==> src/bru_pkg.sv <==
// Branch unit package with instruction fields, opcodes, operation bus bits and types
package bru_pkg;

   // Log2 of instruction size in bytes
   localparam int P_INSN_LEN = 2;

   // Instruction word and its fields
   typedef logic [31:0] insn_t;

   localparam int OPC_LSB = 0;
   localparam int OPC_W = 4;
   // Link enable bit
   localparam int LNK_BIT = 4;
   // Branch offset field, top of the word
   localparam int OFFS_LSB = 17;
   localparam int OFFS_W = 15;

   typedef logic [OPC_W-1:0] opcode_t;
   typedef logic [OFFS_W-1:0] offs_t;

   // Branch opcodes
   // Zero and all unlisted codes are non-branch
   localparam opcode_t OPC_BEQ = 4'h1;
   localparam opcode_t OPC_BNE = 4'h2;
   localparam opcode_t OPC_BGTU = 4'h3;
   localparam opcode_t OPC_BGT = 4'h4;
   localparam opcode_t OPC_BLEU = 4'h5;
   localparam opcode_t OPC_BLE = 4'h6;
   localparam opcode_t OPC_JMPREL = 4'h7;
   localparam opcode_t OPC_JMPREG = 4'h8;

   // One-hot operation bus
   localparam int BRU_IOPW = 8;

   typedef logic [BRU_IOPW-1:0] bru_opc_t;

   // Bit positions in the operation bus
   localparam int BRU_BEQ = 0;
   localparam int BRU_BNE = 1;
   localparam int BRU_BGTU = 2;
   localparam int BRU_BGT = 3;
   localparam int BRU_BLEU = 4;
   localparam int BRU_BLE = 5;
   localparam int BRU_JMPREL = 6;
   localparam int BRU_JMPREG = 7;

endpackage
==> src/bru_top.sv <==
// Branch path top chaining decode, execute and result stages
`timescale 1ns/1ns

module bru_top #(
   parameter int CONFIG_DW = 32,
   parameter int CONFIG_AW = 32,
   localparam int PC_W = CONFIG_AW - bru_pkg::P_INSN_LEN
) (
   input  logic                  clk,
   input  logic                  rst_n,
   input  logic                  in_valid,
   input  bru_pkg::insn_t        in_insn,
   input  logic [PC_W-1:0]       in_pc,
   input  logic [CONFIG_DW-1:0]  in_operand1,
   input  logic [CONFIG_DW-1:0]  in_operand2,
   output logic                  br_valid,
   output logic                  br_taken,
   output logic [PC_W-1:0]       br_tgt,
   output logic                  lnk_we,
   output logic [CONFIG_DW-1:0]  lnk_data,
   output logic                  align_fault
);

   // Decode to execute
   logic                 dec_valid;
   bru_pkg::bru_opc_t    dec_opc;
   logic [CONFIG_DW-1:0] dec_imm;
   logic                 dec_rf_we;
   logic [PC_W-1:0]      dec_pc;
   logic [CONFIG_DW-1:0] dec_operand1;
   logic [CONFIG_DW-1:0] dec_operand2;

   // Execute to result
   logic                           ex_valid_q;
   logic                           b_taken;
   logic [PC_W-1:0]                b_tgt;
   logic                           b_lnk;
   logic                           is_bcc;
   logic                           is_breg;
   logic                           is_brel;
   logic [PC_W-1:0]                ex_pc_q;
   logic [bru_pkg::P_INSN_LEN-1:0] ex_operand1_low;

   bru_decode #(
      .CONFIG_DW (CONFIG_DW),
      .PC_W      (PC_W)
   ) i_decode (
      .clk          (clk),
      .rst_n        (rst_n),
      .in_valid     (in_valid),
      .in_insn      (in_insn),
      .in_pc        (in_pc),
      .in_operand1  (in_operand1),
      .in_operand2  (in_operand2),
      .dec_valid    (dec_valid),
      .dec_opc      (dec_opc),
      .dec_imm      (dec_imm),
      .dec_rf_we    (dec_rf_we),
      .dec_pc       (dec_pc),
      .dec_operand1 (dec_operand1),
      .dec_operand2 (dec_operand2)
   );

   bru_execute #(
      .CONFIG_DW (CONFIG_DW),
      .CONFIG_AW (CONFIG_AW),
      .PC_W      (PC_W)
   ) i_execute (
      .clk             (clk),
      .rst_n           (rst_n),
      .dec_valid       (dec_valid),
      .dec_opc         (dec_opc),
      .dec_imm         (dec_imm),
      .dec_rf_we       (dec_rf_we),
      .dec_pc          (dec_pc),
      .dec_operand1    (dec_operand1),
      .dec_operand2    (dec_operand2),
      .ex_valid_q      (ex_valid_q),
      .b_taken         (b_taken),
      .b_tgt           (b_tgt),
      .b_lnk           (b_lnk),
      .is_bcc          (is_bcc),
      .is_breg         (is_breg),
      .is_brel         (is_brel),
      .ex_pc_q         (ex_pc_q),
      .ex_operand1_low (ex_operand1_low)
   );

   bru_result #(
      .CONFIG_DW (CONFIG_DW),
      .PC_W      (PC_W)
   ) i_result (
      .clk             (clk),
      .rst_n           (rst_n),
      .ex_valid_q      (ex_valid_q),
      .b_taken         (b_taken),
      .b_tgt           (b_tgt),
      .b_lnk           (b_lnk),
      .is_bcc          (is_bcc),
      .is_breg         (is_breg),
      .is_brel         (is_brel),
      .ex_pc_q         (ex_pc_q),
      .ex_operand1_low (ex_operand1_low),
      .br_valid        (br_valid),
      .br_taken        (br_taken),
      .br_tgt          (br_tgt),
      .lnk_we          (lnk_we),
      .lnk_data        (lnk_data),
      .align_fault     (align_fault)
   );

endmodule

==> src/bru_result.sv <==
// Branch result stage with redirect, link address and register jump alignment check
`timescale 1ns/1ns

module bru_result #(
   parameter int CONFIG_DW = 32,
   parameter int PC_W = 30
) (
   input  logic                          clk,
   input  logic                          rst_n,
   input  logic                          ex_valid_q,
   input  logic                          b_taken,
   input  logic [PC_W-1:0]               b_tgt,
   input  logic                          b_lnk,
   input  logic                          is_bcc,
   input  logic                          is_breg,
   input  logic                          is_brel,
   input  logic [PC_W-1:0]               ex_pc_q,
   input  logic [bru_pkg::P_INSN_LEN-1:0] ex_operand1_low,
   output logic                          br_valid,
   output logic                          br_taken,
   output logic [PC_W-1:0]               br_tgt,
   output logic                          lnk_we,
   output logic [CONFIG_DW-1:0]          lnk_data,
   output logic                          align_fault
);

   logic            fault;
   logic            taken_ok;
   logic [PC_W-1:0] pc_next;

   // Register jump target must be instruction aligned
   assign fault = ex_valid_q & is_breg & (|ex_operand1_low);

   // Fault cancels the redirect
   assign taken_ok = b_taken & ~fault;

   // Return address in instruction units
   assign pc_next = ex_pc_q + PC_W'(1);

   // Strobes
   always_ff @(posedge clk) begin
      if (!rst_n) begin
         br_valid <= 1'b0;
         br_taken <= 1'b0;
         lnk_we <= 1'b0;
         align_fault <= 1'b0;
      end else begin
         br_valid <= ex_valid_q & (is_bcc | is_breg | is_brel);
         br_taken <= taken_ok;
         // No link write on a faulting jump
         lnk_we <= ex_valid_q & b_lnk & ~fault;
         align_fault <= fault;
      end
   end

   // Target and link data
   always_ff @(posedge clk) begin
      br_tgt <= taken_ok ? b_tgt : '0;
      // Byte address of the next instruction
      lnk_data <= CONFIG_DW'({pc_next, {bru_pkg::P_INSN_LEN{1'b0}}});
   end

   // Redirect only from a valid branch or jump
   assert property (@(posedge clk) disable iff (!rst_n)
      b_taken |-> (ex_valid_q && (is_bcc || is_breg || is_brel)))
      else $error("bru_result: taken without a valid branch class");

endmodule

==> src/bru_execute.sv <==
// Branch execute stage with compare subtraction and registered branch unit result
`timescale 1ns/1ns

module bru_execute #(
   parameter int CONFIG_DW = 32,
   parameter int CONFIG_AW = 32,
   parameter int PC_W = 30
) (
   input  logic                          clk,
   input  logic                          rst_n,
   input  logic                          dec_valid,
   input  bru_pkg::bru_opc_t             dec_opc,
   input  logic [CONFIG_DW-1:0]          dec_imm,
   input  logic                          dec_rf_we,
   input  logic [PC_W-1:0]               dec_pc,
   input  logic [CONFIG_DW-1:0]          dec_operand1,
   input  logic [CONFIG_DW-1:0]          dec_operand2,
   output logic                          ex_valid_q,
   output logic                          b_taken,
   output logic [PC_W-1:0]               b_tgt,
   output logic                          b_lnk,
   output logic                          is_bcc,
   output logic                          is_breg,
   output logic                          is_brel,
   output logic [PC_W-1:0]               ex_pc_q,
   output logic [bru_pkg::P_INSN_LEN-1:0] ex_operand1_low
);

   logic [CONFIG_DW-1:0] add_sum;
   logic                 add_carry;
   logic                 add_overflow;
   logic                 bru_taken;
   logic [PC_W-1:0]      bru_tgt;
   logic                 bru_lnk;
   logic                 bru_bcc;
   logic                 bru_breg;
   logic                 bru_brel;

   // operand1 + ~operand2 + 1, carry out set means no borrow
   assign {add_carry, add_sum} = {1'b0, dec_operand1} + {1'b0, ~dec_operand2} +
                                 (CONFIG_DW+1)'(1);

   // Overflow when signs differ and result sign flips from operand1
   assign add_overflow = (dec_operand1[CONFIG_DW-1] ^ dec_operand2[CONFIG_DW-1]) &
                         (add_sum[CONFIG_DW-1] ^ dec_operand1[CONFIG_DW-1]);

   ex_bru #(
      .CONFIG_DW (CONFIG_DW),
      .CONFIG_AW (CONFIG_AW),
      .PC_W      (PC_W)
   ) i_ex_bru (
      .ex_valid       (dec_valid),
      .ex_bru_opc_bus (dec_opc),
      .ex_pc          (dec_pc),
      .ex_imm         (dec_imm),
      .ex_operand1    (dec_operand1),
      .ex_operand2    (dec_operand2),
      .ex_rf_we       (dec_rf_we),
      .add_sum        (add_sum),
      .add_carry      (add_carry),
      .add_overflow   (add_overflow),
      .b_taken        (bru_taken),
      .b_tgt          (bru_tgt),
      .b_lnk          (bru_lnk),
      .is_bcc         (bru_bcc),
      .is_breg        (bru_breg),
      .is_brel        (bru_brel)
   );

   // Control
   always_ff @(posedge clk) begin
      if (!rst_n) begin
         ex_valid_q <= 1'b0;
         b_taken <= 1'b0;
      end else begin
         ex_valid_q <= dec_valid;
         b_taken <= bru_taken;
      end
   end

   // Payload
   always_ff @(posedge clk) begin
      b_tgt <= bru_tgt;
      b_lnk <= bru_lnk;
      is_bcc <= bru_bcc;
      is_breg <= bru_breg;
      is_brel <= bru_brel;
      ex_pc_q <= dec_pc;
      // Kept for the alignment check downstream
      ex_operand1_low <= dec_operand1[bru_pkg::P_INSN_LEN-1:0];
   end

   // A taken branch must belong to a valid instruction
   assert property (@(posedge clk) disable iff (!rst_n)
      b_taken |-> ex_valid_q)
      else $error("bru_execute: taken branch without valid");

endmodule

==> src/ex_bru.sv <==
// Branch unit resolving conditions from the subtraction flags and selecting the target
`timescale 1ns/1ns

module ex_bru #(
   parameter int CONFIG_DW = 32,
   parameter int CONFIG_AW = 32,
   parameter int PC_W = 30
) (
   input  logic                  ex_valid,
   input  bru_pkg::bru_opc_t     ex_bru_opc_bus,
   input  logic [PC_W-1:0]       ex_pc,
   input  logic [CONFIG_DW-1:0]  ex_imm,
   input  logic [CONFIG_DW-1:0]  ex_operand1,
   input  logic [CONFIG_DW-1:0]  ex_operand2,
   input  logic                  ex_rf_we,
   // Flags of operand1 minus operand2
   input  logic [CONFIG_DW-1:0]  add_sum,
   input  logic                  add_carry,
   input  logic                  add_overflow,
   output logic                  b_taken,
   output logic [PC_W-1:0]       b_tgt,
   output logic                  b_lnk,
   output logic                  is_bcc,
   output logic                  is_breg,
   output logic                  is_brel
);

   logic cmp_eq;
   logic cmp_gt_s;
   logic cmp_gt_u;
   logic bcc_taken;
   logic is_jmp;

   // Zero difference means equal
   assign cmp_eq = (add_sum == '0);
   // Signed: result non-negative after overflow correction, and not equal
   assign cmp_gt_s = ~(add_sum[CONFIG_DW-1] ^ add_overflow) & ~cmp_eq;
   // Unsigned: no borrow, and not equal
   assign cmp_gt_u = add_carry & ~cmp_eq;

   // Branch class
   assign is_bcc = |ex_bru_opc_bus[bru_pkg::BRU_BLE:bru_pkg::BRU_BEQ];
   assign is_breg = ex_bru_opc_bus[bru_pkg::BRU_JMPREG];
   assign is_brel = ex_bru_opc_bus[bru_pkg::BRU_JMPREL];
   assign is_jmp = is_breg | is_brel;

   // Six conditions, le is the complement of gt
   assign bcc_taken = (ex_bru_opc_bus[bru_pkg::BRU_BEQ] & cmp_eq) |
                      (ex_bru_opc_bus[bru_pkg::BRU_BNE] & ~cmp_eq) |
                      (ex_bru_opc_bus[bru_pkg::BRU_BGTU] & cmp_gt_u) |
                      (ex_bru_opc_bus[bru_pkg::BRU_BGT] & cmp_gt_s) |
                      (ex_bru_opc_bus[bru_pkg::BRU_BLEU] & ~cmp_gt_u) |
                      (ex_bru_opc_bus[bru_pkg::BRU_BLE] & ~cmp_gt_s);

   // Jumps are unconditional
   assign b_taken = ex_valid & (bcc_taken | is_jmp);

   // Target by addressing mode, zero when nothing selected
   assign b_tgt =
      // PC plus offset in instruction units
      ({PC_W{bcc_taken}} & (ex_pc + ex_imm[PC_W-1:0])) |
      // PC plus byte offset from operand2
      ({PC_W{is_brel}} & (ex_pc + ex_operand2[CONFIG_AW-1:bru_pkg::P_INSN_LEN])) |
      // Byte address from operand1
      ({PC_W{is_breg}} & ex_operand1[CONFIG_AW-1:bru_pkg::P_INSN_LEN]);

   // Link only for jumps with the link bit
   assign b_lnk = is_jmp & ex_rf_we;

endmodule

==> src/bru_decode.sv <==
// Branch decode stage turning the instruction word into operation bus, offset and link
`timescale 1ns/1ns

module bru_decode #(
   parameter int CONFIG_DW = 32,
   parameter int PC_W = 30
) (
   input  logic                  clk,
   input  logic                  rst_n,
   input  logic                  in_valid,
   input  bru_pkg::insn_t        in_insn,
   input  logic [PC_W-1:0]       in_pc,
   input  logic [CONFIG_DW-1:0]  in_operand1,
   input  logic [CONFIG_DW-1:0]  in_operand2,
   output logic                  dec_valid,
   output bru_pkg::bru_opc_t     dec_opc,
   output logic [CONFIG_DW-1:0]  dec_imm,
   output logic                  dec_rf_we,
   output logic [PC_W-1:0]       dec_pc,
   output logic [CONFIG_DW-1:0]  dec_operand1,
   output logic [CONFIG_DW-1:0]  dec_operand2
);

   bru_pkg::opcode_t  opc;
   bru_pkg::offs_t    offs;
   bru_pkg::bru_opc_t opc_bus;
   logic [CONFIG_DW-1:0] imm_ext;

   // Field extraction
   assign opc = in_insn[bru_pkg::OPC_LSB +: bru_pkg::OPC_W];
   assign offs = in_insn[bru_pkg::OFFS_LSB +: bru_pkg::OFFS_W];

   // Sign extend offset to data width
   assign imm_ext = {{(CONFIG_DW-bru_pkg::OFFS_W){offs[bru_pkg::OFFS_W-1]}}, offs};

   // Opcode to one-hot bus
   always_comb begin
      opc_bus = '0;
      case (opc)
         bru_pkg::OPC_BEQ:    opc_bus[bru_pkg::BRU_BEQ] = 1'b1;
         bru_pkg::OPC_BNE:    opc_bus[bru_pkg::BRU_BNE] = 1'b1;
         bru_pkg::OPC_BGTU:   opc_bus[bru_pkg::BRU_BGTU] = 1'b1;
         bru_pkg::OPC_BGT:    opc_bus[bru_pkg::BRU_BGT] = 1'b1;
         bru_pkg::OPC_BLEU:   opc_bus[bru_pkg::BRU_BLEU] = 1'b1;
         bru_pkg::OPC_BLE:    opc_bus[bru_pkg::BRU_BLE] = 1'b1;
         bru_pkg::OPC_JMPREL: opc_bus[bru_pkg::BRU_JMPREL] = 1'b1;
         bru_pkg::OPC_JMPREG: opc_bus[bru_pkg::BRU_JMPREG] = 1'b1;
         // Non-branch leaves the bus empty
         default:             opc_bus = '0;
      endcase
   end

   // Valid strobe
   always_ff @(posedge clk) begin
      if (!rst_n) begin
         dec_valid <= 1'b0;
      end else begin
         dec_valid <= in_valid;
      end
   end

   // Payload, sampled every cycle
   always_ff @(posedge clk) begin
      dec_opc <= opc_bus;
      dec_imm <= imm_ext;
      dec_rf_we <= in_insn[bru_pkg::LNK_BIT];
      dec_pc <= in_pc;
      dec_operand1 <= in_operand1;
      dec_operand2 <= in_operand2;
   end

   // A valid instruction must carry a known word
   assert property (@(posedge clk) disable iff (!rst_n)
      in_valid |-> !$isunknown(in_insn))
      else $error("bru_decode: unknown instruction word with valid");

endmodule

==> config.mk <==
export PLATFORM = sky130hd
export DESIGN_NAME = bru_top
export DESIGN_NICKNAME = d
export VERILOG_FILES = /design/src/bru_pkg.sv /design/src/bru_top.sv /design/src/bru_result.sv /design/src/bru_execute.sv /design/src/ex_bru.sv /design/src/bru_decode.sv
export SDC_FILE = /design/constraint.sdc
export NUM_CORES = 1
export LEC_CHECK = 0
export BUFFER_PORTS_ARGS = -buffer_cell sky130_fd_sc_hd__buf_2
export CORE_UTILIZATION = 48
export CTS_BUF_LIST = sky130_fd_sc_hd__clkbuf_2
export CTS_CLUSTER_SIZE = 12
export DETAILED_ROUTE_END_ITERATION = 8
export PLACE_DENSITY = 0.73
export SLEW_MARGIN = 15
export SYNTH_ARGS = -nofsm -noshare
export SYNTH_HDL_FRONTEND = slang
export SYNTH_SLANG_ARGS = --single-unit
==> constraint.sdc <==
create_clock -name clk -period 5.55 [get_ports clk]
set_clock_uncertainty 0.1 [all_clocks]
set_input_delay 0.555 -clock clk [delete_from_list [all_inputs] [get_ports clk]]
set_output_delay 0.555 -clock clk [all_outputs]
set_load 0.01 [all_outputs]
======== After elaboration in Yosys (flattened, before gate mapping) ========
Index checks and enable logic that the tools add are counted.
Widths: inputs -> output; s select.
word-level totals
  output and inout port bits .............. 66
  register bits ........................... 251
  word-level logic and storage cells ...... 86
operators by class
  reductions and logical operators ........ 3
  eq/ne operators ......................... 8
  mux-type cells .......................... 8
  $add $sub $neg .......................... 5
  bitwise operators ....................... 40
operators with widths
  cell                   count
  $and 30x30->30         3
  $add 30x30->30         2
  $or 30x30->30          2
  $add 32x32->33         1
  $add 33x1->33 const B  1
  $logic_not 32->1       1
  $not 32->32            1
  $add 30x1->30 const B  1
  $and 1x1->1            17
  $eq 4x3->1 const B     4
  $or 1x1->1             9
  $eq 4x2->1 const B     2
  $mux 1                 8
  $reduce_or 6->1        1
  $not 1->1              5
  $eq 4x1->1 const B     1
  $eq 4x4->1 const B     1
  $xor 1x1->1            3
  $reduce_or 2->1        1

======== Logic depth before layout (Yosys ltp) ========
Gate-level depths: netlist of the first run.
  depth in word-level cells ............... 15
  depth in mapped cells ................... 21
  mapped depth without buffers ............ 19

======== Cells and area by module ========
From an unflattened synthesis of the first run, not the netlist that was laid out.
second synthesis, totals
  cell total of the unflattened synthesis .. 1243
  area total of the unflattened synthesis .. 11886.4 um2
modules (own cells, without submodules)
  module       cells each  area an instance (um2)  times used
  ex_bru       524         3624.7                  1
  bru_execute  386         3520.9                  1
  bru_decode   145         2600.0                  1
  bru_result   188         2140.8                  1

======== Worst setup path before layout of the first run ========
No wires, ideal clock.
  kind .................................... reg-to-reg
  start ................................... reg i_decode.dec_operand2[3]
  end ..................................... reg i_execute.b_tgt[23]
  arrival time ............................ 5.076 ns
  slack ................................... 0.240 ns
  setup time .............................. 0.133 ns
  stages on the path, launching flop included .. 21
  path through ............................ dfxtp_1 -> inv_1 -> ha_1 -> o21ai_1 -> a21oi_1 -> o21ai_1 -> a211oi_1 -> o31ai_2 -> o2111ai_1 -> a21oi_1 -> fa_1 -> nand3_1 -> or4_1 -> a2111oi_2 -> o2111ai_1 -> nor4_1 -> nand4_1 -> a2111oi_2 -> mux2i_1 -> buf_4 -> o221ai_1
on the way
  cells in the longest elaborated chain, start to end .. 15
  elaborated cells on any way between the ends .. 29
  those cells by class .................... add/sub (3); bitwise (25); reduce/logical (1)
ends and longest elaborated chain
  element                                                  RTL line           RTL
  start, declared                                          bru_decode.sv:21   output logic [CONFIG_DW-1:0] dec_operand2
  start signal, assigned                                   bru_decode.sv:69   dec_operand2 <= in_operand2;
  branches (longest 13 deep; another with $add 32x32->33)  n/a
  $or 30x30->30 *                                          ex_bru.sv:61       ({PC_W{bcc_taken}} & (ex_pc + ex_imm[PC_W-1:0])) |
  $or 30x30->30 *                                          ex_bru.sv:63       ({PC_W{is_brel}} & (ex_pc + ex_operand2[CONFIG_AW-1:bru_pkg::P_INSN_LEN])) |
  net i_execute.bru_tgt[23]                                bru_execute.sv:33  logic [PC_W-1:0] bru_tgt;
  end signal, assigned                                     bru_execute.sv:83  b_tgt <= bru_tgt;
  end, declared                                            bru_execute.sv:20  output logic [PC_W-1:0] b_tgt,
Mark *: on every way through the listed nets, which the timed path passes.
A chain may end at the register's enable or synchronous reset.

======== Worst setup path after layout of the first run ========
  start ................................... reg i_decode.dec_operand2[6]
  end ..................................... reg i_execute.b_tgt[16]
The elaborated chain is that of the path after synthesis.

==> metrics.md, run 1 <==
| Metric | Value |
|---|---|
| Status | finished with violations |
| Failing checks | DRC |
| Crit-path leading delay family | compound AO/OA/AOI/OAI gates |
| Startpoint Class | flop |
| Max-cap viol count | 0 |
| Sequential area share after synthesis | 0.463 |
| Final WL | 28900 um |
| Async SR Flop Fraction | 0 |
| Die width | 152 um |
| Total grt overflow | 0 |
| Initial Util | 0.493 |
| EDFF count, synth | 0 |
| Final antenna-violating net count | 0 |
| Cells after Synth | 1112 |
| Synthesis Warnings | 0 |
| Hold endpoint | i_decode.dec_imm[0]$_DFF_P_ |
| Net switching power figure | 1190 uW |
| Clk pwr share | 0.289 |
| Reg2Reg Depth | 22 |
| Hold Crit Class | input pin to flop |
| Vias in the first global route | 9558 |
| Slew Viols, Final | 0 |
| Switch share | 0.308 |
| Cts bufs inserted | 59 |
| Pre-CTS setup slack | -64.3 ps |
| Ratio of cells with drive above 1 in the final layout | 0.220 |
| Post-synth top flop | dfxtp_1 |
| Yosys reg bits | 251 |
| Vias after detailed routing | 9609 |
| Avg Synthesized Cell Area | 9.77 sq um |
| Initial DRC count | 490 |
| Final count of hold timing violations | 0 |
| Unique masters post-synth | 66 |
| First-pass GRT wire length | 46000 um |
| R2R Setup Slk | 290 ps |
| Fin Hold WS | 204 ps |
| TritonRoute pass-1 iters | 7 |
| Share of total power in sequential cells | 0.507 |
| I/O Pins | 195 |
| Setup violators final | 0 |
| Core Region | 22000 sq um |
| Worst-path maximum fanout | 5 |
| Worst Slack Setup Final | 290 ps |
| RR Startpoint | i_decode.dec_operand2[6]$_DFF_P_ |
| Pwr dens | 273 nW/um^2 |
| Number of buffers and inverters on the critical path | 4 |
| DRC viols | 11 |
| CTS tree | yes |
| Clk_lat worst skew | 880 ps |
| Crit path cell chain | inv_1 > ha_1 > o211ai_1 > a21oi_2 > o21ai_2 > a211oi_2 > o31ai_2 > o2111ai_2 > a21oi_1 > fa_1 > nand3_1 > or4_1 > a2111oi_2 > o2111ai_1 > nor4_2 > nand4_1 > a2111oi_2 > buf_4 > mux2i_4 > buf_12 > buf_12 > o221ai_1 |
| GP Congestion | 0.940 |
| Least-Margin Pin Slew | 772 ps |
| Achievable Freq | 190 MHz |
| Rows | 54 |
| Crit Path Class | flop to flop |
| Clock root cell | clkbuf_2 |
| Count of input and output buffers | 180 |
| Syn Std Cell Area | 10900 sq um |
| Static Leakage | 0.00658 uW |
| Area grow syn2layout | 30.4% |
| Fin crit share | 0.948 |
| H-Tree Depth | 2 |
| WP data arrival | 5870 ps |
| Slowest stage delay, CP | 540 ps |
| Internal power | 2680 uW |
| Total Routing Usage GR | 0.244 |
| Clock Pin Slew Worst Setup and Hold Paths | 110 ps |
| Sink Count | 251 |
| Via/cell ratio | 5.29 |
| Slowest-stage cell, CP | or4_1 |
| DR WL/cell | 15.9 um |
| Post-route cell area | 14200 sq um |
| Comb power frac | 0.204 |
| Hold path depth | 2 |
| Worst reg2reg endpoint | i_execute.b_tgt[16]$_DFF_P_ |
| Min-delay src | in_insn[17] |
| Fill cells | 1776 |
| Critical Path RT | 6160 ps |
| Post-DP HPWL | 19700 um |
| NumNets Final | 1713 |
| Placed Area | 12300 sq um |
| Relative slew slack | 0.485 |
| Max VDD drop | 204 uV |
| Most frequent cells in the layout | dfxtp_1, buf_2, dlygate4sd3_1 |
| Largest net degree at the start of global routing | 29 |
| Die Area | 23200 sq um |
| CTS max path bufs | 3 |
| Die height | 152 um |
| Most common library cell in the layout ignoring fill and taps | dfxtp_1 |
| Min cycle time layout | 5260 ps |
| Critical path endpoint category | flop |
| Antenna violations before repair | 1 |
## layout make-up
class / instances / area [sq um] / area share
well taps: 280 / 350 / 0.0247
diodes: 1 / 2.50 / 0.000177
inverters: 60 / 225 / 0.0159
clock buffers: 78 / 390 / 0.0276
clock inverters: 27 / 116 / 0.00821
multi-input cells: 780 / 5600 / 0.395
repair buffers: 338 / 2450 / 0.173
flip-flops and latches: 251 / 5030 / 0.355
## cell families (layout without fill, tap and decap cells)
group | after synthesis | after routing | synth area share
other | 1 | 3 | 0.000345
AND/OR/NAND/NOR | 292 | 292 | 0.139
XOR/XNOR | 86 | 86 | 0.0693
buffers and inverters | 82 | 503 | 0.0301
AO/OA/AOI/OAI | 300 | 300 | 0.183
adder cells (fa/ha/maj) | 94 | 94 | 0.110
flip-flops | 251 | 251 | 0.463
multiplexers | 6 | 6 | 0.00576
## power by group through the flow
stage          logic [uW]  registers [uW]  clock network (uW)
2_1_floorplan         477            1990                   0
3_3_place_gp          663            2000                   0
3_5_place_dp          676            2000                   0
4_1_cts               749            1960                1130
5_1_grt               868            1970                1240
6_report              788            1960                1120
## stage by stage
step           utilization  std cells  total power [uW]  TNS, ps
6_report             0.643       1815              3870        0
4_1_cts              0.637       1810              3840        0
2_1_floorplan            -       1113              2460        0
5_1_grt              0.643       1815              4090     -144
3_5_place_dp         0.558       1585              2680     -716
3_3_place_gp         0.558       1585              2660        0
## Yosys cell counts, drive strengths merged, types with 11 or more instances
library cell  instances  share of area
xnor2                50          0.040
nand4                13         0.0075
nand2b               19          0.011
a21o                 31          0.021
clkbuf               13         0.0045
o21a                 11         0.0076
o21ai                62          0.029
ha                   91           0.10
inv                  60          0.021
xor2                 36          0.029
nor2                 50          0.017
dfxtp               251           0.46
a22oi                26          0.018
and2                 38          0.022
a21oi                79          0.036
nor3                 20         0.0092
o211ai               11         0.0076
nand3                36          0.017
nand2                64          0.022
o31ai                12          0.010
## worst max-delay path by stage
| stage | startpoint | endpoint | slack [ps] | depth (start not counted) |
|---|---|---|---|---|
| after global routing | i_decode.dec_operand2[6]$_DFF_P_ | i_execute.b_tgt[16]$_DFF_P_ | -40 | 22 |
| after floorplan | i_decode.dec_operand2[3]$_DFF_P_ | i_execute.b_tgt[23]$_DFF_P_ | 240 | 20 |
| after global placement | i_decode.dec_operand2[6]$_DFF_P_ | i_execute.b_tgt[12]$_DFF_P_ | 70 | 21 |
| after detailed placement | i_decode.dec_operand2[6]$_DFF_P_ | i_execute.b_tgt[12]$_DFF_P_ | -60 | 21 |
| final | i_decode.dec_operand2[6]$_DFF_P_ | i_execute.b_tgt[16]$_DFF_P_ | 290 | 22 |
| after CTS | i_decode.dec_operand2[6]$_DFF_P_ | i_execute.b_tgt[16]$_DFF_P_ | 7 | 21 |
## per-layer routing
layer | global-route usage | share of wire | vias up
li1 | - | - | 4780
met1 | 0.301 | 0.44 | 4485
met2 | 0.429 | 0.49 | 292
met3 | 0.0407 | 0.050 | 52
met4 | 0.0875 | 0.021 | 0
met5 | 0 | 0 | -
## state kept, by name, indices dropped and copies added (netlist names), 15 cells and up
name / count
i_decode.dec_operand2: 32
i_decode.dec_pc: 30
i_execute.b_tgt: 30
i_decode.dec_imm: 15
i_result.br_tgt: 30
i_decode.dec_operand1: 32
i_execute.ex_pc_q: 30
i_result.lnk_data: 30
## timing repair
action | in CTS | in global routing
endpoints found under the hold margin | 124 | 0
setup buffers | 0 | 2
pin swaps | 1 | 9
hold buffers | 120 | 0
resized for setup | 4 | 15
cloned | 0 | 2
setup endpoints to repair | 31 | 31
## worst reg2reg max path, delay by kind of cell, from the launching register on
kind | cells | cell delay, ps
adders and majority gates | 2 | 840
buffers and inverters | 4 | 510
muxes | 1 | 270
and+or+nand+nor | 4 | 920
AOI/OAI and AO/OA | 11 | 2100
DFF | 1 | 360
(Power assumes the default switching activity.)
==> run 2: changes to the inputs <==
--- a/config.mk
+++ b/config.mk
@@ -5,12 +5,13 @@
 export SDC_FILE = /design/constraint.sdc
 export NUM_CORES = 1
 export LEC_CHECK = 0
+export ABC_AREA = 1
 export BUFFER_PORTS_ARGS = -buffer_cell sky130_fd_sc_hd__buf_2
 export CORE_UTILIZATION = 48
 export CTS_BUF_LIST = sky130_fd_sc_hd__clkbuf_2
 export CTS_CLUSTER_SIZE = 12
 export DETAILED_ROUTE_END_ITERATION = 8
-export PLACE_DENSITY = 0.73
+export PLACE_DENSITY = 0.72
 export SLEW_MARGIN = 15
 export SYNTH_ARGS = -nofsm -noshare
 export SYNTH_HDL_FRONTEND = slang
==> metrics.md, run 2 <==
| Metric | Value |
|---|---|
| RR Startpoint | i_decode.dec_operand2[25]$_DFF_P_ |
| I/O Pins | 195 |
| Most frequent cells in the layout | nand2_1, inv_1, dfxtp_1 |
| Hold path depth | 2 |
| Pwr dens | 268 nW/um^2 |
| Setup violators final | 0 |
| Slowest-stage cell, CP | fa_1 |
| Worst Slack Setup Final | 1670 ps |
| Critical path endpoint category | flop |
| Regs by FF count | i_decode.dec_operand1: 32 flops, i_decode.dec_operand2: 32 flops |
| Number of non-filler instances in the completed layout | 2351 |
| Yosys reg bits | 251 |
| Crit Path Class | flop to flop |
| Largest net degree at the start of global routing | 33 |
| Syn Std Cell Area | 12200 sq um |
| GP Congestion | 0.929 |
| NumNets Final | 2200 |
| Rows | 57 |
| Avg Synthesized Cell Area | 7.50 sq um |
| Static Leakage | 0.00808 uW |
| First-pass GRT wire length | 53500 um |
| Die width | 161 um |
| CTS max path bufs | 3 |
| Top cell types by occurrence after synthesis | nand2_1, inv_1, dfxtp_1, nor2_1, a21oi_1 |
| Crit path cell chain | inv_1 > ha_1 > nand2_1 > nor2_2 > inv_2 > nor3_2 > and2_1 > nand2_1 > nand2_1 > a21oi_1 > fa_1 > inv_1 > nor2_1 > nand2_1 > nor2_2 > nand3_2 > nand2_1 > nand3_2 > nor2_2 > buf_4 > o21ai_0 |
| CTS tree | yes |
| Vias after detailed routing | 11400 |
| Synthesis Warnings | 0 |
| Largest family of logic cells by synthesized area | simple AND/OR/NAND/NOR gates |
| Min cycle time layout | 3880 ps |
| Count of input and output buffers | 180 |
| Cts bufs inserted | 60 |
| Vias in the first global route | 11300 |
| Critical Path RT | 6200 ps |
| Core Region | 24600 sq um |
| Ratio of cells with drive above 1 in the final layout | 0.161 |
| Most Frequent Cell on Critical Path | nand2_1 |
| Startpoint Class | flop |
| DRC viols | 0 |
| Async SR Flop Fraction | 0 |
| Worst-path maximum fanout | 29 |
| Most common library cell in the layout ignoring fill and taps | nand2_1 |
| Area fraction of the dominant cell type after synthesis | 0.412 |
| RSZ-0062 raised after global routing | no |
| Reg2Reg Depth | 21 |
| Unique masters post-synth | 44 |
| Simple-gate area share of the yosys netlist | 0.239 |
| Hold endpoint | i_decode.dec_pc[15]$_DFF_P_ |
| Sink Count | 251 |
| Pre-CTS setup slack | 1700 ps |
| Die height | 161 um |
| Least-Margin Pin Slew | 838 ps |
| Total Routing Usage GR | 0.261 |
| Placed insts | 2119 |
| Via/cell ratio | 4.87 |
| Clock Pin Slew Worst Setup and Hold Paths | 120 ps |
| Achievable Freq | 257 MHz |
| Max-cap viol count | 0 |
| Xor/xnor share of the synthesized area | 0.0503 |
| Sequential area share after synthesis | 0.412 |
| Min-delay src | in_pc[15] |
| Post-synth top flop | dfxtp_1 |
| Hold Crit Class | input pin to flop |
| Final antenna-violating net count | 0 |
| Initial DRC count | 598 |
| Antenna violations before repair | 3 |
| Fin Hold WS | 189 ps |
| H-Tree Depth | 2 |
| Post-route cell area | 15300 sq um |
| TritonRoute pass-1 iters | 5 |
| Slowest stage delay, CP | 480 ps |
| Most frequent cell after synthesis | nand2_1 |
| Final WL | 33700 um |
| Leading post-synthesis cells by cell area | dfxtp_1, nand2_1, ha_1 |
| Max VDD drop | 257 uV |
| Fin Setup TNS | 0 ps |
| Final count of hold timing violations | 0 |
| Cells after Synth | 1625 |
| Die Area | 26000 sq um |
| EDFF count, synth | 0 |
| Area grow syn2layout | 25.3% |
| Fill cells | 2180 |
| Fin crit share | 0.700 |
| Mux share of post-synthesis cell area | 0 |
| Synth Area in Adders | 0.0984 |
| Setup Buffers After CTS | 0 |
| Yosys top cell by area | dfxtp_1 |
| Total grt overflow | 0 |
| Clk_lat worst skew | 900 ps |
| R2R Setup Slk | 1670 ps |
| DR WL/cell | 14.3 um |
| Relative slew slack | 0.441 |
| Slew Viols, Final | 0 |
| Placed Area | 13400 sq um |
| Post-DP HPWL | 24700 um |
| Worst reg2reg endpoint | i_execute.b_tgt[6]$_DFF_P_ |
| WP data arrival | 4530 ps |
| Compound-cell area share of the yosys netlist | 0.106 |
| Initial Util | 0.495 |
| Status | completed |
| Clock root cell | clkbuf_2 |
==> run 2: cell count changes in the layout (fill, tap and decap cells not counted), moves of 27 or more <==
cell	previous run	this run
nand3_1	36	63
nor2_1	50	131
buf_4	33	3
inv_1	60	276
nand2_1	64	411
and2_1	38	4
==> run 2: worst max-delay path, delay by kind of cell, from the launching register on <==
kind	cells	cell delay (ps)
AND/OR/NAND/NOR	13	1570
adder cells (fa/ha/maj)	2	850
buffers and inverters	4	540
flip-flops	1	430
AO/OA/AOI/OAI	2	220
==> run 2: layout make-up <==
class	instances	area (sq um)	area share
Antenna cell	3	7.51	0.000492
Inverter	283	1060	0.0696
Multi-Input combinational cell	1078	6030	0.395
Timing Repair Buffer	303	2120	0.139
Sequential cell	251	5020	0.329
Clock buffer	87	435	0.0285
Tap cell	324	405	0.0265
Clock inverter	22	180	0.0118
==> run 2: cell families (layout without fill, tap and decap cells) <==
logic type                 after synthesis  in the layout
AOI/OAI and AO/OA                      222            222
xor gates and xnor gates                70             70
adders and majority gates               94             94
buffers and inverters                  297            695
DFF                                    251            251
other                                    1              5
and+or+nand+nor                        690            690
==> run 2: what timing repair did <==
action | 4_1_cts | 5_1_grt
hold endpoints to repair | 125 | 0
hold buffers | 120 | 0
endpoints found under the setup margin | 0 | 0
resized for setup | 0 | 0
==> run 2: stage by stage <==
step / total power [uW] / util
2_1_floorplan: 2530 / -
3_3_place_gp: 2730 / 0.546
3_5_place_dp: 2740 / 0.546
4_1_cts: 4100 / 0.620
5_1_grt: 4350 / 0.621
6_report: 4090 / 0.621
==> run 2: worst max-delay path by stage <==
stage                                      start  slack, ps  depth (start not counted)                     endpoint
2_1_floorplan  i_decode.dec_operand2[20]$_DFF_P_       2410                         22  i_execute.b_tgt[16]$_DFF_P_
4_1_cts        i_decode.dec_operand2[25]$_DFF_P_       1680                         21  i_execute.b_tgt[19]$_DFF_P_
3_5_place_dp   i_decode.dec_operand2[25]$_DFF_P_       1700                         21  i_execute.b_tgt[27]$_DFF_P_
5_1_grt        i_decode.dec_operand2[25]$_DFF_P_       1380                         21   i_execute.b_tgt[0]$_DFF_P_
3_3_place_gp   i_decode.dec_operand2[25]$_DFF_P_       1770                         21  i_execute.b_tgt[13]$_DFF_P_
6_report       i_decode.dec_operand2[25]$_DFF_P_       1670                         21   i_execute.b_tgt[6]$_DFF_P_
==> run 2: per-layer routing <==
| layer | global-route usage | wire, um | part of all wire | up-vias |
|---|---|---|---|---|
| li1 | - | - | - | 5878 |
| met1 | 0.313 | 14700 | 0.44 | 5074 |
| met2 | 0.449 | 15600 | 0.46 | 389 |
| met3 | 0.0434 | 1830 | 0.055 | 104 |
| met4 | 0.135 | 1500 | 0.044 | 0 |
| met5 | 0 | 0 | 0 | - |
==> run 2: power breakdown <==
part           switching [uW]  internal (uW)
Sequential               65.4           1900
Combinational             479            343
Clock                     737            570
Total                    1280           2810
==> run 3: changes to the inputs <==
--- a/config.mk
+++ b/config.mk
@@ -11,7 +11,7 @@
 export CTS_BUF_LIST = sky130_fd_sc_hd__clkbuf_2
 export CTS_CLUSTER_SIZE = 12
 export DETAILED_ROUTE_END_ITERATION = 8
-export PLACE_DENSITY = 0.72
+export PLACE_DENSITY = 0.69
 export SLEW_MARGIN = 15
 export SYNTH_ARGS = -nofsm -noshare
 export SYNTH_HDL_FRONTEND = slang
==> constraint.sdc (replaced) <==
create_clock -name clk -period 3.8 [get_ports clk]
set_clock_uncertainty 0.1 [all_clocks]
set_input_delay 0.38 -clock clk [delete_from_list [all_inputs] [get_ports clk]]
set_output_delay 0.38 -clock clk [all_outputs]
set_load 0.01 [all_outputs]
==> metrics.md, run 3 (synthesis gave the netlist of run 2 again) <==
| Metric | Value |
|---|---|
| Slowest stage delay, CP | 480 ps |
| Final antenna-violating net count | 0 |
| Critical Path RT | 4470 ps |
| Post-layout util | 0.644 |
| Clk pwr share | 0.309 |
| NumNets Final | 2246 |
| Most frequent cells in the layout | nand2_1, inv_1, dfxtp_1 |
| Most Frequent Cell on Critical Path | nand2_1 |
| Die height | 161 um |
| Fin Setup TNS | 0 ps |
| I/O Pins | 195 |
| GP Congestion | 0.922 |
| Met3 WL | 1790 um |
| Clock Pin Slew Worst Setup and Hold Paths | 110 ps |
| Max-cap viol count | 0 |
| Slowest-stage cell, CP | fa_1 |
| Max VDD drop | 208 uV |
| Core Region | 24600 sq um |
| WP data arrival | 4250 ps |
| Clock root cell | clkbuf_2 |
| CTS tree | yes |
| Ratio of cells with drive above 1 in the final layout | 0.171 |
| Hold Crit Class | input pin to flop |
| Critical path endpoint category | flop |
| Placed insts | 2124 |
| Share of total power in sequential cells | 0.479 |
| CTS max path bufs | 3 |
| Total grt overflow | 0 |
| Vias in the first global route | 11500 |
| Net switching power figure | 1910 uW |
| DRC viols | 0 |
| Area grow syn2layout | 30.1% |
| RR Startpoint | i_decode.dec_operand2[10]$_DFF_P_ |
| Largest net degree at the start of global routing | 32 |
| Achievable Freq | 279 MHz |
| Post-route cell area | 15900 sq um |
| Final WL | 35300 um |
| WL met2 | 16800 um |
| Pwr dens | 379 nW/um^2 |
| Rows | 57 |
| Static Leakage | 0.00831 uW |
| Antenna violations before repair | 2 |
| DR WL/cell | 14.7 um |
| Fin crit share | 0.943 |
| TritonRoute pass-1 iters | 5 |
| RSZ-0062 raised after global routing | no |
| Die width | 161 um |
| Initial DRC count | 608 |
| Min cycle time layout | 3580 ps |
| Slew Viols, Final | 0 |
| Sink Count | 251 |
| Switch share | 0.317 |
| Top layer in use | met4 |
| H-Tree Depth | 2 |
| Startpoint Class | flop |
| Worst-path maximum fanout | 7 |
| Internal power | 4100 uW |
| Crit path cell chain | inv_1 > ha_2 > nand2_1 > inv_1 > nand2_1 > nor3_4 > nand2_1 > nand2_1 > nand2_1 > nand2_2 > a21oi_1 > fa_1 > inv_1 > nor2_1 > nand2_1 > nor2_2 > nand3_2 > nand2_1 > nand3_2 > nor2_4 > buf_4 > buf_6 > o21bai_1 |
| Setup violators final | 0 |
| Placed Area | 13500 sq um |
| M1 wire length | 15200 um |
| Clk_lat worst skew | 890 ps |
| Cts bufs inserted | 60 |
| Critical path launch point | i_decode.dec_operand2[10]$_DFF_P_ |
| Regs by FF count | i_decode.dec_operand1: 32 flops, i_decode.dec_operand2: 32 flops |
| Relative slew slack | 0.264 |
| First-pass GRT wire length | 54000 um |
| Number of buffers and inverters on the critical path | 5 |
| Count of input and output buffers | 180 |
| Initial Util | 0.495 |
| Least-Margin Pin Slew | 1100 ps |
| Status | completed |
| Crit Path Class | flop to flop |
| Post-DP HPWL | 24900 um |
| Comb power frac | 0.213 |
| Via/cell ratio | 4.86 |
| Vias after detailed routing | 11700 |
| Min-delay src | in_operand1[30] |
| Die Area | 26000 sq um |
| Crit-path leading delay family | simple AND/OR/NAND/NOR gates |
| Final count of hold timing violations | 0 |
| Total Routing Usage GR | 0.266 |
| Number of non-filler instances in the completed layout | 2401 |
| Most common library cell in the layout ignoring fill and taps | nand2_1 |
[run 3: changes by cell type in the layout (fill, tap and decap cells not counted), moves of 3 or more]
cell and change:
ha_1 -12, dfxtp_2 +4, dlygate4sd3_1 +36, ha_4 +4
ha_2 +8, buf_4 +6, clkinv_1 +3, dfxtp_1 -4
[run 3: worst reg2reg max path: stages, from the launching register on]
cell and delay, ps:
dfxtp_1 360, inv_1 60, ha_2 370, nand2_1 110, inv_1 80, nand2_1 90
nor3_4 160, nand2_1 100, nand2_1 90, nand2_1 120, nand2_2 110, a21oi_1 70
fa_1 480, inv_1 40, nor2_1 100, nand2_1 70, nor2_2 110, nand3_2 120
nand2_1 110, nand3_2 140, nor2_4 120, buf_4 180, buf_6 180, o21bai_1 70
[run 3: worst paths after layout]
check                                    endpoint  slack, ps  cells past startpoint
max reg2reg           i_execute.b_tgt[12]$_DFF_P_        220                     23
min             i_decode.dec_operand1[30]$_DFF_P_         60                      2
min reg2reg  i_execute.ex_operand1_low[0]$_DFF_P_        240                      0
max                   i_execute.b_tgt[12]$_DFF_P_        220                     23
[run 3: timing repair]
action,CTS,global route
resized for setup,0,25
hold endpoints to repair,125,6
hold buffers,150,6
setup endpoints to repair,0,29
setup buffers,0,2
[run 3: layer usage]
| metal | vias up | global-route usage |
|---|---|---|
| met5 | - | 0 |
| met4 | 0 | 0.137 |
| met3 | 96 | 0.0419 |
| met2 | 361 | 0.462 |
| met1 | 5203 | 0.316 |
| li1 | 6005 | - |
[run 3: layout make-up]
cell class | instances | area [sq um]
diodes | 3 | 7.51
clock buffers | 88 | 440
clock inverters | 25 | 160
fillers | 2141 | 8750
inverters | 283 | 1060
multi-input cells | 1078 | 6130
flip-flops and latches | 251 | 5030
well taps | 324 | 405
repair buffers | 349 | 2610
[run 3: power groups by stage]
stage	clock network (uW)	logic, uW	registers [uW]
final	1860	1280	2880
after floorplan	0	792	2900
after detailed placement	0	1090	2930
after global routing	2060	1430	2890
after CTS	1890	1210	2870
after global placement	0	1070	2930
[run 3: through the flow]
stage | hold WS, ps | total power [uW] | setup slack [ps]
finish | 64.8 | 6010 | 217
global route | 1.48 | 6380 | 3.04
CTS | 0.458 | 5970 | 172
detailed placement | 244 | 4020 | 187
global placement | 241 | 4000 | 249
floorplan | 229 | 3700 | 657
